**src/source/cpu_pkg.sv**
```systemverilog
// immediate and zero-page modes only; the D flag is stored but decimal arithmetic is absent
package cpu_pkg;

  localparam int addr_w = 16;
  localparam int data_w = 8;

  // bits in reg_p
  localparam int flag_n = 7;
  localparam int flag_v = 6;
  localparam int flag_d = 3;
  localparam int flag_i = 2;
  localparam int flag_z = 1;
  localparam int flag_c = 0;

  // opcode[1:0] groups, named by their count of addressing modes
  localparam logic [1:0] grp_8 = 2'b01;
  localparam logic [1:0] grp_6 = 2'b10;
  localparam logic [1:0] grp_5 = 2'b00;

  // opcode[4:2] modes
  localparam logic [2:0] am_zp   = 3'b001;
  localparam logic [2:0] am_imm8 = 3'b010; // immediate in group 8
  localparam logic [2:0] am_imm  = 3'b000; // immediate in groups 5 and 6

  localparam logic [data_w-1:0] op_nop = 8'hEA;

  typedef enum logic [7:0] {
    st_initial = 8'h00,
    st_fetch   = 8'h01,
    st_operand = 8'h02, // zero-page address byte
    st_exec    = 8'h04,
    st_write   = 8'h08
  } cpu_state_t;

  typedef enum logic [3:0] {
    cls_nop,
    cls_load,
    cls_store,
    cls_alu_acc,
    cls_compare,
    cls_bit_test,
    cls_transfer,
    cls_inc_dec,
    cls_shift,
    cls_set_flag
  } op_class_t;

  typedef enum logic [1:0] {
    sel_a,
    sel_x,
    sel_y
  } reg_sel_t;

  typedef enum logic [2:0] {
    alu_or,
    alu_and,
    alu_eor,
    alu_add,
    alu_sub,
    alu_shl,
    alu_shr
  } alu_op_t;

  typedef struct packed {
    op_class_t  cls;
    logic       wr_a;
    logic       wr_x;
    logic       wr_y;
    reg_sel_t   src;      // operand or store register
    alu_op_t    alu_op;
    logic       zp;       // zero page, else immediate
    logic       rotate;
    logic       shl;
    logic [2:0] flag_idx;
    logic       flag_val;
  } op_ctrl_t;

  typedef struct packed {
    logic [data_w-1:0] a;
    logic [data_w-1:0] b;
    logic              cin;
    alu_op_t           op;
  } alu_req_t;

  typedef struct packed {
    logic [data_w-1:0] f;
    logic              cout;
    logic              ovf;
  } alu_res_t;

endpackage

```
**src/source/op_decoder.sv**
```systemverilog
// kept opcodes only; every other encoding, including the dropped modes, decodes as a nop
`timescale 1ns/1ps

module op_decoder import cpu_pkg::*; (
  input  logic [data_w-1:0] opcode,
  output op_ctrl_t          ctrl
);

  logic [3:0] op_hi;
  logic [3:0] op_lo;
  logic [2:0] aaa;
  logic [2:0] amode;
  logic [1:0] grp;
  logic       is_zp;
  logic       is_imm;

  assign op_hi  = opcode[7:4];
  assign op_lo  = opcode[3:0];
  assign aaa    = opcode[7:5];
  assign amode  = opcode[4:2];
  assign grp    = opcode[1:0];
  assign is_zp  = amode == am_zp;
  assign is_imm = amode == ((grp == grp_8) ? am_imm8 : am_imm);

  always_comb begin
    ctrl.cls      = cls_nop;
    ctrl.wr_a     = 1'b0;
    ctrl.wr_x     = 1'b0;
    ctrl.wr_y     = 1'b0;
    ctrl.src      = sel_a;
    ctrl.alu_op   = alu_add;
    ctrl.zp       = is_zp;
    ctrl.rotate   = 1'b0;
    ctrl.shl      = 1'b0;
    ctrl.flag_idx = 3'(flag_c);
    ctrl.flag_val = op_hi[1];

    if (op_lo == 4'h8 && op_hi[0] && op_hi != 4'h9) begin // clc sec cli sei clv cld sed
      ctrl.cls = cls_set_flag;
      case (op_hi[3:2])
        2'b00: ctrl.flag_idx = 3'(flag_c);
        2'b01: ctrl.flag_idx = 3'(flag_i);
        2'b10: begin
          ctrl.flag_idx = 3'(flag_v);
          ctrl.flag_val = 1'b0; // clv only
        end
        default: ctrl.flag_idx = 3'(flag_d);
      endcase
    end else if (op_lo == 4'h8 || op_lo == 4'hA) begin
      // implied register ops
      case (opcode)
        8'h8A: begin ctrl.cls = cls_transfer; ctrl.src = sel_x; ctrl.wr_a = 1'b1; end
        8'h98: begin ctrl.cls = cls_transfer; ctrl.src = sel_y; ctrl.wr_a = 1'b1; end
        8'hAA: begin ctrl.cls = cls_transfer; ctrl.src = sel_a; ctrl.wr_x = 1'b1; end
        8'hA8: begin ctrl.cls = cls_transfer; ctrl.src = sel_a; ctrl.wr_y = 1'b1; end
        8'hE8: begin ctrl.cls = cls_inc_dec; ctrl.src = sel_x; ctrl.wr_x = 1'b1; end
        8'hC8: begin ctrl.cls = cls_inc_dec; ctrl.src = sel_y; ctrl.wr_y = 1'b1; end
        8'hCA: begin
          ctrl.cls    = cls_inc_dec;
          ctrl.src    = sel_x;
          ctrl.wr_x   = 1'b1;
          ctrl.alu_op = alu_sub;
        end
        8'h88: begin
          ctrl.cls    = cls_inc_dec;
          ctrl.src    = sel_y;
          ctrl.wr_y   = 1'b1;
          ctrl.alu_op = alu_sub;
        end
        8'h0A, 8'h2A, 8'h4A, 8'h6A: begin // accumulator shifts
          ctrl.cls    = cls_shift;
          ctrl.wr_a   = 1'b1;
          ctrl.rotate = op_hi[1];
          ctrl.shl    = ~op_hi[2];
        end
        default: ;
      endcase
    end else if (is_zp || is_imm) begin
      case (grp)
        grp_8: begin
          case (aaa)
            3'b000: begin ctrl.cls = cls_alu_acc; ctrl.wr_a = 1'b1; ctrl.alu_op = alu_or; end
            3'b001: begin ctrl.cls = cls_alu_acc; ctrl.wr_a = 1'b1; ctrl.alu_op = alu_and; end
            3'b010: begin ctrl.cls = cls_alu_acc; ctrl.wr_a = 1'b1; ctrl.alu_op = alu_eor; end
            3'b011: begin ctrl.cls = cls_alu_acc; ctrl.wr_a = 1'b1; end
            3'b100: if (is_zp) ctrl.cls = cls_store;
            3'b101: begin ctrl.cls = cls_load; ctrl.wr_a = 1'b1; end
            3'b110: begin ctrl.cls = cls_compare; ctrl.alu_op = alu_sub; end
            default: begin ctrl.cls = cls_alu_acc; ctrl.wr_a = 1'b1; ctrl.alu_op = alu_sub; end
          endcase
        end
        grp_6: begin
          ctrl.src = sel_x;
          if (aaa == 3'b101) begin
            ctrl.cls  = cls_load;
            ctrl.wr_x = 1'b1;
          end else if (aaa == 3'b100 && is_zp) begin
            ctrl.cls = cls_store;
          end
        end
        grp_5: begin
          case (aaa)
            3'b001: if (is_zp) begin ctrl.cls = cls_bit_test; ctrl.alu_op = alu_and; end
            3'b100: if (is_zp) begin ctrl.cls = cls_store; ctrl.src = sel_y; end
            3'b101: begin ctrl.cls = cls_load; ctrl.wr_y = 1'b1; end
            3'b110: begin ctrl.cls = cls_compare; ctrl.src = sel_y; ctrl.alu_op = alu_sub; end
            3'b111: begin ctrl.cls = cls_compare; ctrl.src = sel_x; ctrl.alu_op = alu_sub; end
            default: ;
          endcase
        end
        default: ;
      endcase
    end
  end

endmodule

```
**src/source/cpu_sequencer.sv**
```systemverilog
// no branches or jumps, so the PC only counts up; stores are zero-page only
`timescale 1ns/1ps

module cpu_sequencer import cpu_pkg::*; #(
  parameter logic [addr_w-1:0] RESET_PC = '0
) (
  input  logic              CLK,
  input  logic              R,
  input  logic [data_w-1:0] mem_rdata,
  input  op_ctrl_t          ctrl,
  output logic [data_w-1:0] opcode,
  output cpu_state_t        state,
  output logic [addr_w-1:0] mem_addr,
  output logic              mem_we,
  output logic              sync
);

  cpu_state_t        state_nxt;
  logic [data_w-1:0] op_q;
  logic [data_w-1:0] zp_q;   // zero-page address latch
  logic [addr_w-1:0] pc;
  logic [addr_w-1:0] zp_addr;
  logic              mem_op; // has a memory operand
  logic              pc_inc;

  assign mem_op = ctrl.cls inside {cls_load, cls_store, cls_alu_acc, cls_compare, cls_bit_test};

  // decoder sees the bus byte while fetching
  assign opcode  = (state == st_fetch) ? mem_rdata : op_q;
  assign sync    = state == st_fetch;
  assign mem_we  = state == st_write;
  assign zp_addr = {{(addr_w - data_w){1'b0}}, zp_q};

  // opcode, zero-page address and immediate bytes are consumed
  assign pc_inc = state == st_fetch || state == st_operand ||
                  (state == st_exec && mem_op && !ctrl.zp);

  always_comb begin
    case (state)
      st_initial: state_nxt = st_fetch;
      st_fetch: begin
        if (ctrl.cls == cls_set_flag || ctrl.cls == cls_nop)
          state_nxt = st_fetch; // done in one cycle
        else if (mem_op && ctrl.zp)
          state_nxt = st_operand;
        else
          state_nxt = st_exec;
      end
      st_operand: begin
        if (ctrl.cls == cls_store)
          state_nxt = st_write;
        else
          state_nxt = st_exec;
      end
      default: state_nxt = st_fetch;
    endcase
  end

  always_comb begin
    case (state)
      st_exec: begin
        if (mem_op && ctrl.zp)
          mem_addr = zp_addr;
        else
          mem_addr = pc; // immediate byte
      end
      st_write: mem_addr = zp_addr;
      default:  mem_addr = pc;
    endcase
  end

  always_ff @(posedge CLK or posedge R) begin
    if (R) begin
      state <= st_initial;
      pc    <= RESET_PC;
      op_q  <= op_nop;
    end else begin
      state <= state_nxt;
      if (pc_inc)
        pc <= pc + addr_w'(1);
      if (state == st_fetch)
        op_q <= mem_rdata;
    end
  end

  always_ff @(posedge CLK) begin
    if (state == st_operand)
      zp_q <= mem_rdata;
  end

endmodule

```
**src/source/alu8.sv**
```systemverilog
// binary arithmetic only; overflow is meaningful for add and subtract alone
`timescale 1ns/1ps

module alu8 import cpu_pkg::*; (
  input  alu_req_t req,
  output alu_res_t res
);

  logic [data_w-1:0] b_eff;
  logic [data_w:0]   sum;

  // subtract is a + ~b + cin
  assign b_eff = (req.op == alu_sub) ? ~req.b : req.b;
  assign sum   = {1'b0, req.a} + {1'b0, b_eff} + {{data_w{1'b0}}, req.cin};

  always_comb begin
    res.f    = '0;
    res.cout = 1'b0;
    res.ovf  = 1'b0;
    case (req.op)
      alu_or:  res.f = req.a | req.b;
      alu_and: res.f = req.a & req.b;
      alu_eor: res.f = req.a ^ req.b;
      alu_add, alu_sub: begin
        {res.cout, res.f} = sum;
        // same operand signs, different result sign
        res.ovf = (req.a[data_w-1] ~^ b_eff[data_w-1]) &
                  (sum[data_w-1] ^ req.a[data_w-1]);
      end
      alu_shl: {res.cout, res.f} = {req.a, req.cin};
      alu_shr: {res.f, res.cout} = {req.cin, req.a};
      default: res.f = req.a;
    endcase
  end

endmodule

```
**src/source/reg_file.sv**
```systemverilog
// A, X, Y and P only; no stack pointer, and D is held for software but never acted on
`timescale 1ns/1ps

module reg_file import cpu_pkg::*; (
  input  logic              CLK,
  input  logic              R,
  input  cpu_state_t        state,
  input  op_ctrl_t          ctrl,
  input  logic [data_w-1:0] mem_rdata,
  input  alu_res_t          res,
  output alu_req_t          req,
  output logic [data_w-1:0] mem_wdata,
  output logic [data_w-1:0] reg_a,
  output logic [data_w-1:0] reg_x,
  output logic [data_w-1:0] reg_y,
  output logic [data_w-1:0] reg_p
);

  logic [data_w-1:0] src_val;
  logic              res_zero;
  logic              arith;

  always_comb begin
    case (ctrl.src)
      sel_x:   src_val = reg_x;
      sel_y:   src_val = reg_y;
      default: src_val = reg_a;
    endcase
  end

  assign mem_wdata = src_val; // sta, stx, sty
  assign res_zero  = res.f == '0;
  assign arith     = ctrl.alu_op inside {alu_add, alu_sub};

  // loads pass the memory byte through, transfers and inc/dec use register vs zero
  always_comb begin
    req.a   = src_val;
    req.b   = '0;
    req.cin = 1'b0;
    req.op  = ctrl.alu_op;
    case (ctrl.cls)
      cls_load: req.a = mem_rdata;
      cls_alu_acc: begin
        req.b   = mem_rdata;
        req.cin = reg_p[flag_c];
      end
      cls_compare: begin
        req.b   = mem_rdata;
        req.cin = 1'b1; // plain subtract
      end
      cls_bit_test: req.b = mem_rdata;
      cls_inc_dec:  req.cin = ctrl.alu_op == alu_add; // dec adds ff
      cls_shift: begin
        req.op  = ctrl.shl ? alu_shl : alu_shr;
        req.cin = ctrl.rotate & reg_p[flag_c];
      end
      default: ;
    endcase
  end

  always_ff @(posedge CLK or posedge R) begin
    if (R) begin
      reg_a <= '0;
      reg_x <= '0;
      reg_y <= '0;
      reg_p <= '0;
    end else if (state == st_fetch && ctrl.cls == cls_set_flag) begin
      reg_p[ctrl.flag_idx] <= ctrl.flag_val;
    end else if (state == st_exec) begin
      if (ctrl.wr_a)
        reg_a <= res.f;
      if (ctrl.wr_x)
        reg_x <= res.f;
      if (ctrl.wr_y)
        reg_y <= res.f;

      case (ctrl.cls)
        cls_bit_test: begin
          reg_p[flag_z] <= res_zero;
          reg_p[flag_n] <= mem_rdata[7];
          reg_p[flag_v] <= mem_rdata[6];
        end
        cls_load, cls_transfer, cls_inc_dec: begin
          reg_p[flag_z] <= res_zero;
          reg_p[flag_n] <= res.f[data_w-1];
        end
        cls_alu_acc: begin
          reg_p[flag_z] <= res_zero;
          reg_p[flag_n] <= res.f[data_w-1];
          if (arith) begin // adc, sbc
            reg_p[flag_c] <= res.cout;
            reg_p[flag_v] <= res.ovf;
          end
        end
        cls_compare, cls_shift: begin
          reg_p[flag_z] <= res_zero;
          reg_p[flag_n] <= res.f[data_w-1];
          reg_p[flag_c] <= res.cout;
        end
        default: ;
      endcase
    end
  end

endmodule

```
**src/source/cpu_core.sv**
```systemverilog
// memory is external: reads must be combinational from mem_addr, writes land on the clock edge
`timescale 1ns/1ps

module cpu_core import cpu_pkg::*; #(
  parameter logic [addr_w-1:0] RESET_PC = 16'h0200
) (
  input  logic              CLK,
  input  logic              R,
  input  logic [data_w-1:0] mem_rdata,
  output logic [addr_w-1:0] mem_addr,
  output logic [data_w-1:0] mem_wdata,
  output logic              mem_we,
  output logic              sync,
  output logic [data_w-1:0] reg_a,
  output logic [data_w-1:0] reg_x,
  output logic [data_w-1:0] reg_y,
  output logic [data_w-1:0] reg_p
);

  logic [data_w-1:0] opcode;  // live opcode
  cpu_state_t        state;
  op_ctrl_t          ctrl;
  alu_req_t          req;
  alu_res_t          res;

  cpu_sequencer #(
    .RESET_PC(RESET_PC)
  ) u_seq (
    .CLK      (CLK),
    .R        (R),
    .mem_rdata(mem_rdata),
    .ctrl     (ctrl),
    .opcode   (opcode),
    .state    (state),
    .mem_addr (mem_addr),
    .mem_we   (mem_we),
    .sync     (sync)
  );

  op_decoder u_dec (
    .opcode(opcode),
    .ctrl  (ctrl)
  );

  reg_file u_regs (
    .CLK      (CLK),
    .R        (R),
    .state    (state),
    .ctrl     (ctrl),
    .mem_rdata(mem_rdata),
    .res      (res),
    .req      (req),
    .mem_wdata(mem_wdata),
    .reg_a    (reg_a),
    .reg_x    (reg_x),
    .reg_y    (reg_y),
    .reg_p    (reg_p)
  );

  alu8 u_alu (
    .req(req),
    .res(res)
  );

endmodule

```
**config.mk**
```make
export PLATFORM = sky130hd
export DESIGN_NAME = cpu_core
export DESIGN_NICKNAME = d
export VERILOG_FILES = /design/src/source/cpu_pkg.sv /design/src/source/op_decoder.sv /design/src/source/cpu_sequencer.sv /design/src/source/alu8.sv /design/src/source/reg_file.sv /design/src/source/cpu_core.sv
export SDC_FILE = /design/constraint.sdc
export NUM_CORES = 1
export LEC_CHECK = 0
export BUFFER_PORTS_ARGS = -buffer_cell sky130_fd_sc_hd__buf_2
export CELL_PAD_IN_SITES_DETAIL_PLACEMENT = 1
export CELL_PAD_IN_SITES_GLOBAL_PLACEMENT = 2
export CORE_ASPECT_RATIO = 1.25
export CORE_UTILIZATION = 26
export CTS_CLUSTER_SIZE = 14
export DETAILED_ROUTE_END_ITERATION = 6
export PLACE_DENSITY = 0.64
export REMOVE_ABC_BUFFERS = 1
export SLEW_MARGIN = 20
export SYNTH_ARGS = -nofsm -noshare
export SYNTH_HDL_FRONTEND = slang
export SYNTH_SLANG_ARGS = --single-unit
```
**constraint.sdc**
```tcl
create_clock -name CLK -period 10 [get_ports CLK]
set_input_delay 0.5 -clock CLK [delete_from_list [all_inputs] [get_ports CLK]]
set_output_delay 0.5 -clock CLK [all_outputs]
set_load 0.01 [all_outputs]
```
Word-level counts from Yosys, hierarchy flattened --
Cells that the tools add are included.
Word-level totals: bits in registers 72, input bits 10, output and inout bits 58, word-level logic and storage cells 196
Operators by class: add/subtract/negate cells 3, $lt $le $gt $ge 2, equality and inequality tests 52, mux-type cells 66, bitwise logic cells 10, reduce and logical (&&, ||, !) cells 51
Operator list (number):
- equality test 8 bit, second input constant | 8
- 2-to-1 mux 8 bit | 6
- one-hot mux 8 bit (6 select lines) | 1
- one-hot mux 4 bit (3 select lines) | 3
- one-hot mux 16 bit (2 select lines) | 1
- one-hot mux 8 bit (2 select lines) | 2
- 2-to-1 mux 2 bit | 14
- equality test 3 bit, second input constant | 8
- 2-to-1 mux 12 bit | 2
- one-hot mux 3 bit (4 select lines) | 2
- OR reduction 3 bit | 6
- adder 16 x 1 -> 16 bit, second input constant | 1
- equality test 4 x 3 -> 1 bit, second input constant | 4
- equality test 4 bit, second input constant | 4
- equality test 8 x 4 -> 1 bit, second input constant | 2
- equality test 8 x 7 -> 1 bit, second input constant | 2
- 2-to-1 mux 16 bit | 1
- equality test 3 x 2 -> 1 bit, second input constant | 5
- AND reduction 3 bit | 5
- 2-to-1 mux 1 bit | 14
- 2-to-1 mux 3 bit | 4
- 2-to-1 mux 4 bit | 3
- one-hot mux 3 bit (2 select lines) | 2
- OR reduction 4 bit | 3
- other kinds (46) | 81

Longest topological paths before layout --
word-level depth 24, gate-level depth with buffers 32, gate-level depth less buffers 27

By module --
A second synthesis with hierarchy kept.
Second synthesis, totals: cells, all modules 625, area total of the unflattened synthesis 5770.5 um^2
By module, submodules not included:
- reg_file | times used 1, cells each 205, area each 2089.5 um^2, seq. area each 800.8 um^2
- cpu_sequencer | times used 1, cells each 145, area each 1816.7 um^2, seq. area each 948.4 um^2
- alu8 | times used 1, cells each 179, area each 1270.0 um^2, seq. area each 0.0 um^2
- op_decoder | times used 1, cells each 96, area each 594.3 um^2, seq. area each 0.0 um^2

Worst setup path before layout --
Ideal clock, no wire load.
kind flip-flop to flip-flop, start reg u_seq.state[1], end reg u_regs.reg_p[1], library setup time 0.092 ns, arrival 6.278 ns, data required time 9.908 ns, setup slack 3.630 ns, stages on the path, launching flop included 30, path buffers 6, period minus slack after synthesis 6.370 ns, cells stage by stage dfrtp_1 > or4b_1 > buf_6 > buf_6 > buf_6 > buf_1 > a21oi_1 > inv_1 > ha_1 > clkbuf_1 > o21ai_0 > a21oi_1 > a32o_1 > ha_1 > clkbuf_1 > o21ai_0 > mux2i_4 > inv_1 > fa_1 > fa_1 > a21oi_1 > nor2_1 > nor2_1 > o21bai_1 > a21oi_1 > xnor2_1 > o22ai_1 > nor3_1 > nand4_1 > o31ai_2
Between the ends: elaborated cells on any way between the ends 126, those cells by class add/sub (2); order compare (2); eq/ne (47); mux (43); bitwise (6); reduce/logical (26)
RTL lines:
- start: declaration | RTL line cpu_sequencer.sv:12 | output cpu_state_t state,
- start signal: assignment | RTL line cpu_sequencer.sv:74 | state <= st_initial;
- start signal: assignment | RTL line cpu_sequencer.sv:78 | state <= state_nxt;
- equality test 8 x 1 -> 1 bit * | RTL line cpu_sequencer.sv:29 | assign opcode = (state == st_fetch) ? mem_rdata : op_q;
- 2-to-1 mux 8 bit * | RTL line cpu_sequencer.sv:29
- named net opcode[7] | RTL line cpu_core.sv:20 | logic [data_w-1:0] opcode;
- equality test 3 bit | RTL line op_decoder.sv:102 | case (aaa)
- one-hot mux 2 bit (3 select lines) | RTL line op_decoder.sv:102
- one-hot mux 2 bit (2 select lines) | RTL line op_decoder.sv:79 | case (grp)
- 2-to-1 mux 12 bit | RTL line op_decoder.sv:78 | end else if (is_zp || is_imm) begin
- 2-to-1 mux 12 bit | RTL line op_decoder.sv:49 | end else if (op_lo == 4'h8 || op_lo == 4'hA) begin
- [3 not listed]
- named net mem_wdata[0] | RTL line cpu_core.sv:11 | output logic [data_w-1:0] mem_wdata,
- 2-to-1 mux 8 bit * | RTL line reg_file.sv:41 | case (ctrl.cls)
- adder 8 x 8 -> 9 bit | RTL line alu8.sv:14 | assign sum = {1'b0, req.a} + {1'b0, b_eff} + {{data_w{1'b0}}, req.cin};
- adder 9 x 1 -> 9 bit | RTL line alu8.sv:14
- one-hot mux 8 bit (6 select lines) * | RTL line alu8.sv:20 | case (req.op)
- logical NOT 8 bit * | RTL line reg_file.sv:32 | assign res_zero = res.f == '0;
- 2-to-1 mux 1 bit * | RTL line reg_file.sv:77 | case (ctrl.cls)
- 2-to-1 mux 2 bit * | RTL line reg_file.sv:69 | end else if (state == st_exec) begin
- 2-to-1 mux 2 bit * | RTL line reg_file.sv:67 | end else if (state == st_fetch && ctrl.cls == cls_set_flag) begin
- end signal: indexed assignment | RTL line reg_file.sv:68 | reg_p[ctrl.flag_idx] <= ctrl.flag_val;
- end signal: indexed assignment | RTL line reg_file.sv:79 | reg_p[flag_z] <= res_zero;
- end signal: indexed assignment | RTL line reg_file.sv:80 | reg_p[flag_n] <= mem_rdata[7];
- end: declaration | RTL line reg_file.sv:16 | output logic [data_w-1:0] reg_p
The timed path passes the listed nets; every way through them passes the cells marked *. The select of a mux whose other input is x is not followed. A chain may end at the register's enable or synchronous reset.

Final worst setup path --
start reg u_seq.state[1], end reg u_regs.reg_p[1]
Between the ends: cells in the longest elaborated chain, start to end 22, elaborated cells on any way between the ends 126, those cells by class add/sub (2); order compare (2); eq/ne (47); mux (43); bitwise (6); reduce/logical (26)
RTL lines (RTL line):
- equality test 8 x 1 -> 1 bit * | cpu_sequencer.sv:29
- 2-to-1 mux 8 bit * | cpu_sequencer.sv:29
- named net opcode[6] | cpu_core.sv:20
- branches (longest 20 deep; another with adder 8 x 8 -> 9 bit)
Mark *: on every way through the listed nets, which the timed path passes. The select of a mux whose other input is x is not followed.

==> metrics.md <==
| Metric | Value |
|---|---|
| Seq cells post-synth | `68` |
| Top Ports | `68` |
| Largest net degree at the start of global routing | `61` |
| Die ar. | `23200 um2` |
| Layout Cell Area excl Fill | `6720 um2` |
| Fin crit share | `0.729` |
| Net Sw Power | `1090 uW` |
| FF-to-FF path depth | `25` |
| DRC | `0` |
| Post-Synthesis Cells | `669` |
| Min-delay worst type | `input port to asynchronous set/reset pin` |
| Post-layout min period | `7290 ps` |
| Hold Vio Cnt, Final | `0` |
| CTS tree | `built` |
| Clock sinks | `68` |
| Worst skew pair latency | `340 ps` |
| Initial antenna violation count | `0` |
| CTS max path bufs | `2` |
| Setup bufs post-CTS | `0` |
| Reg power frac | `0.219` |
| EDFF count, synth | `8` |
| WP data arrival | `7550 ps` |
| Share of cells above drive strength 1 | `0.218` |
| Slew headroom | `0.321` |
| CP Launch Type | `register` |
| Cts hold-fix bufs | `0` |
| VDD IR-drop max | `0.0000971 V` |
| Slew @ Worst Pin | `1010 ps` |
| Fmax | `0.137 GHz` |
| Post-cts resize count | `0` |
| DP Worst Slack | `2720 ps` |
| Leak | `0.00292 uW` |
| Setup TNS | `0 ps` |
| Total Routing Usage GR | `0.207` |
| Placed Area | `6420 um2` |
| Power Internal | `999 uW` |
| First-pass GRT wire length | `36000 um` |
| Clock Skews | `8.90 ps` |
| Yosys warns | `0` |
| Routed wire length | `22700 um` |
| Core area | `22200 um2` |
| Area Growth Syn to Fin | `14.5%` |
| Gate power share | `0.628` |
| Max-Cap Viols | `0` |
| FFs w/ async S/R, synth | `0.882` |
| Iteration-0 DRC Markers | `299` |
| # setup viols final | `0` |
| Port Buffer Count | `67` |
| CP max FO | `22` |
| Max Slew Vio Count | `0` |
| Starting Density | `0.264` |
| Net Sw Frac | `0.522` |
| Crit Path Class | `register to register` |
| Clk pwr share | `0.153` |
| DRT antenna net count | `0` |
| Total gr overflow | `0` |
| Unrepaired setup endpoints after global routing | `false` |
| Pwr per Cell Area | `312 nW/um2` |
| H-tree Lvls | `3` |
| Rows | `61` |
| Cell area after synthesis | `5860 um2` |
| Vias in the first global route | `5981` |
| Synth top area share | `0.230` |
| Layout Nets | `762` |
| Post-detail-place hpwl | `17400 um` |
| DR WL/cell | `22.6 um` |
| PnR worst setup slack | `2710 ps` |
| Outcome | `complete, no violations` |
| WP data required | `10250 ps` |
| Gpl congestion | `0.912` |
| Die height | `170 um` |
| Total CTS buffers | `9` |
| Clock Tree Root | `clkbuf_16` |
| Post-DR vias/cell | `5.42` |
| Seq/Total Area, Yosys | `0.298` |
| Diode count | `0` |
| Endpoint class of the critical path | `register` |
| Synth area leader | `dfrtp_1` |
| Most common flop cell mapped by yosys | `dfrtp_1` |
| Die extent in x | `136 um` |
| Final Power | `2090 uW` |
| Average size of a mapped cell | `8.76 um2` |
| 1st-pass router iterations | `4` |
| Synth unique cells | `87` |
| Clk slew on worst S/H paths | `60 ps` |
| Via Count | `5453` |
| Top post-synthesis cells by area | `dfrtp_1 23%, ha_1 6.6%, o21ai_0 4.7%` |
-- power by group through the flow --
stage / combinational (uW) / sequential (uW) / clock (uW)
after global placement: 1300 / 458 / 0
after floorplan: 870 / 448 / 0
after detailed placement: 1320 / 463 / 0
after global routing: 1450 / 473 / 344
after CTS: 1320 / 459 / 328
final: 1310 / 458 / 320
-- cell type report --
type | count | area [um2]
Inverter | 36 | 140
Multi-Input combinational cell | 531 | 3800
Timing Repair Buffer | 73 | 380
Clock inverter | 6 | 45.0
Sequential cell | 68 | 1750
Tap cell | 283 | 354
Fill cell | 2613 | 15500
Clock buffer | 10 | 250
-- through the flow --
step	util	cells	hold WS (ps)
finish	0.302	1007	401
global route	0.302	1007	467
CTS	0.302	1007	431
detailed placement	0.289	991	460
global placement	0.289	991	458
floorplan	-	635	438
-- final timing paths --
path | to | start | slack (ps)
min reg2reg | u_seq.pc[15] | u_seq.pc[15] | 460
max | u_regs.reg_p[1] | u_seq.state[1] | 2710
max in group asynchronous | u_seq.pc[0] | R | 9070
min in group CLK | u_seq.pc[15] | u_seq.pc[15] | 460
min | u_seq.pc[13] | R | 400
max reg2reg | u_regs.reg_p[1] | u_seq.state[1] | 2710
-- worst max-delay path, stage by stage, from the launching register on --
cell      delay [ps]
dfrtp_1          410
or4b_1           800
buf_4            360
inv_6            190
nand2_1           80
nand2_1          280
ha_1             620
nand2_1          190
a21boi_0         270
a31oi_1          100
ha_1             640
o21ai_0          280
mux2i_4          270
inv_1            130
fa_1             450
fa_1             430
a21oi_1          180
nor2_1            60
nor2_1           170
o21bai_1          90
a21oi_1          230
xnor2_1          150
o22ai_1           90
nor3_1           360
nand4_1          170
o31ai_2          200
-- cells in the final DEF (no fill, tap or decap), types with 6 or more instances in the layout --
cell type and count:
a21oi_1 28, a22oi_1 9, a31oi_1 10, and2_1 15
and3_1 8, buf_2 67, buf_4 6, clkbuf_16 10
dfrtp_1 54, dfstp_2 6, edfxtp_1 8, ha_1 31
inv_1 32, mux2_2 15, mux2i_1 7, mux2i_4 9
nand2_1 73, nand2b_1 9, nand3_1 19, nand4_1 8
nor2_1 48, nor2b_1 7, nor3_1 13, nor3b_1 9
nor4_1 7, o21ai_0 55, o22ai_1 13, or2_2 6
xnor2_1 23, xor2_1 9
-- cells in the mapped netlist, drive strengths merged (9+ instances only) --
cell    number
a22oi        9
o21ai       57
and2        16
xnor2       23
nor3b        9
o22ai       13
nor2        48
dfrtp       54
ha          31
nor4        11
nand2b       9
nand2       75
clkbuf      22
a31oi       10
inv         36
nor3        15
buf         12
a21oi       31
mux2        16
nand3       19
xor2         9
mux2i       18
-- logic make-up after synthesis --
logic type,share of synthesized area
adder cells (fa/ha/maj),0.0730
flip-flops,0.298
AO/OA/AOI/OAI,0.220
buffers and inverters,0.0542
XOR/XNOR,0.0478
multiplexers,0.0826
AND/OR/NAND/NOR,0.224
-- state kept, by name (all words and copies together) (netlist names) --
name,flops
u_seq.op_q,8
u_regs.reg_y,8
u_seq.zp_q,8
u_seq.state,4
u_regs.reg_x,8
u_regs.reg_p,8
u_regs.reg_a,8
u_seq.pc,16
-- per-layer routing --
metal	vias to the layer above	share of wire	track usage
li1	2552	-	-
met1	2717	0.41	0.239
met2	137	0.52	0.376
met3	47	0.038	0.0289
met4	0	0.035	0.0870
met5	-	0	0
No activity file was read; power rests on OpenSTA's default activity.
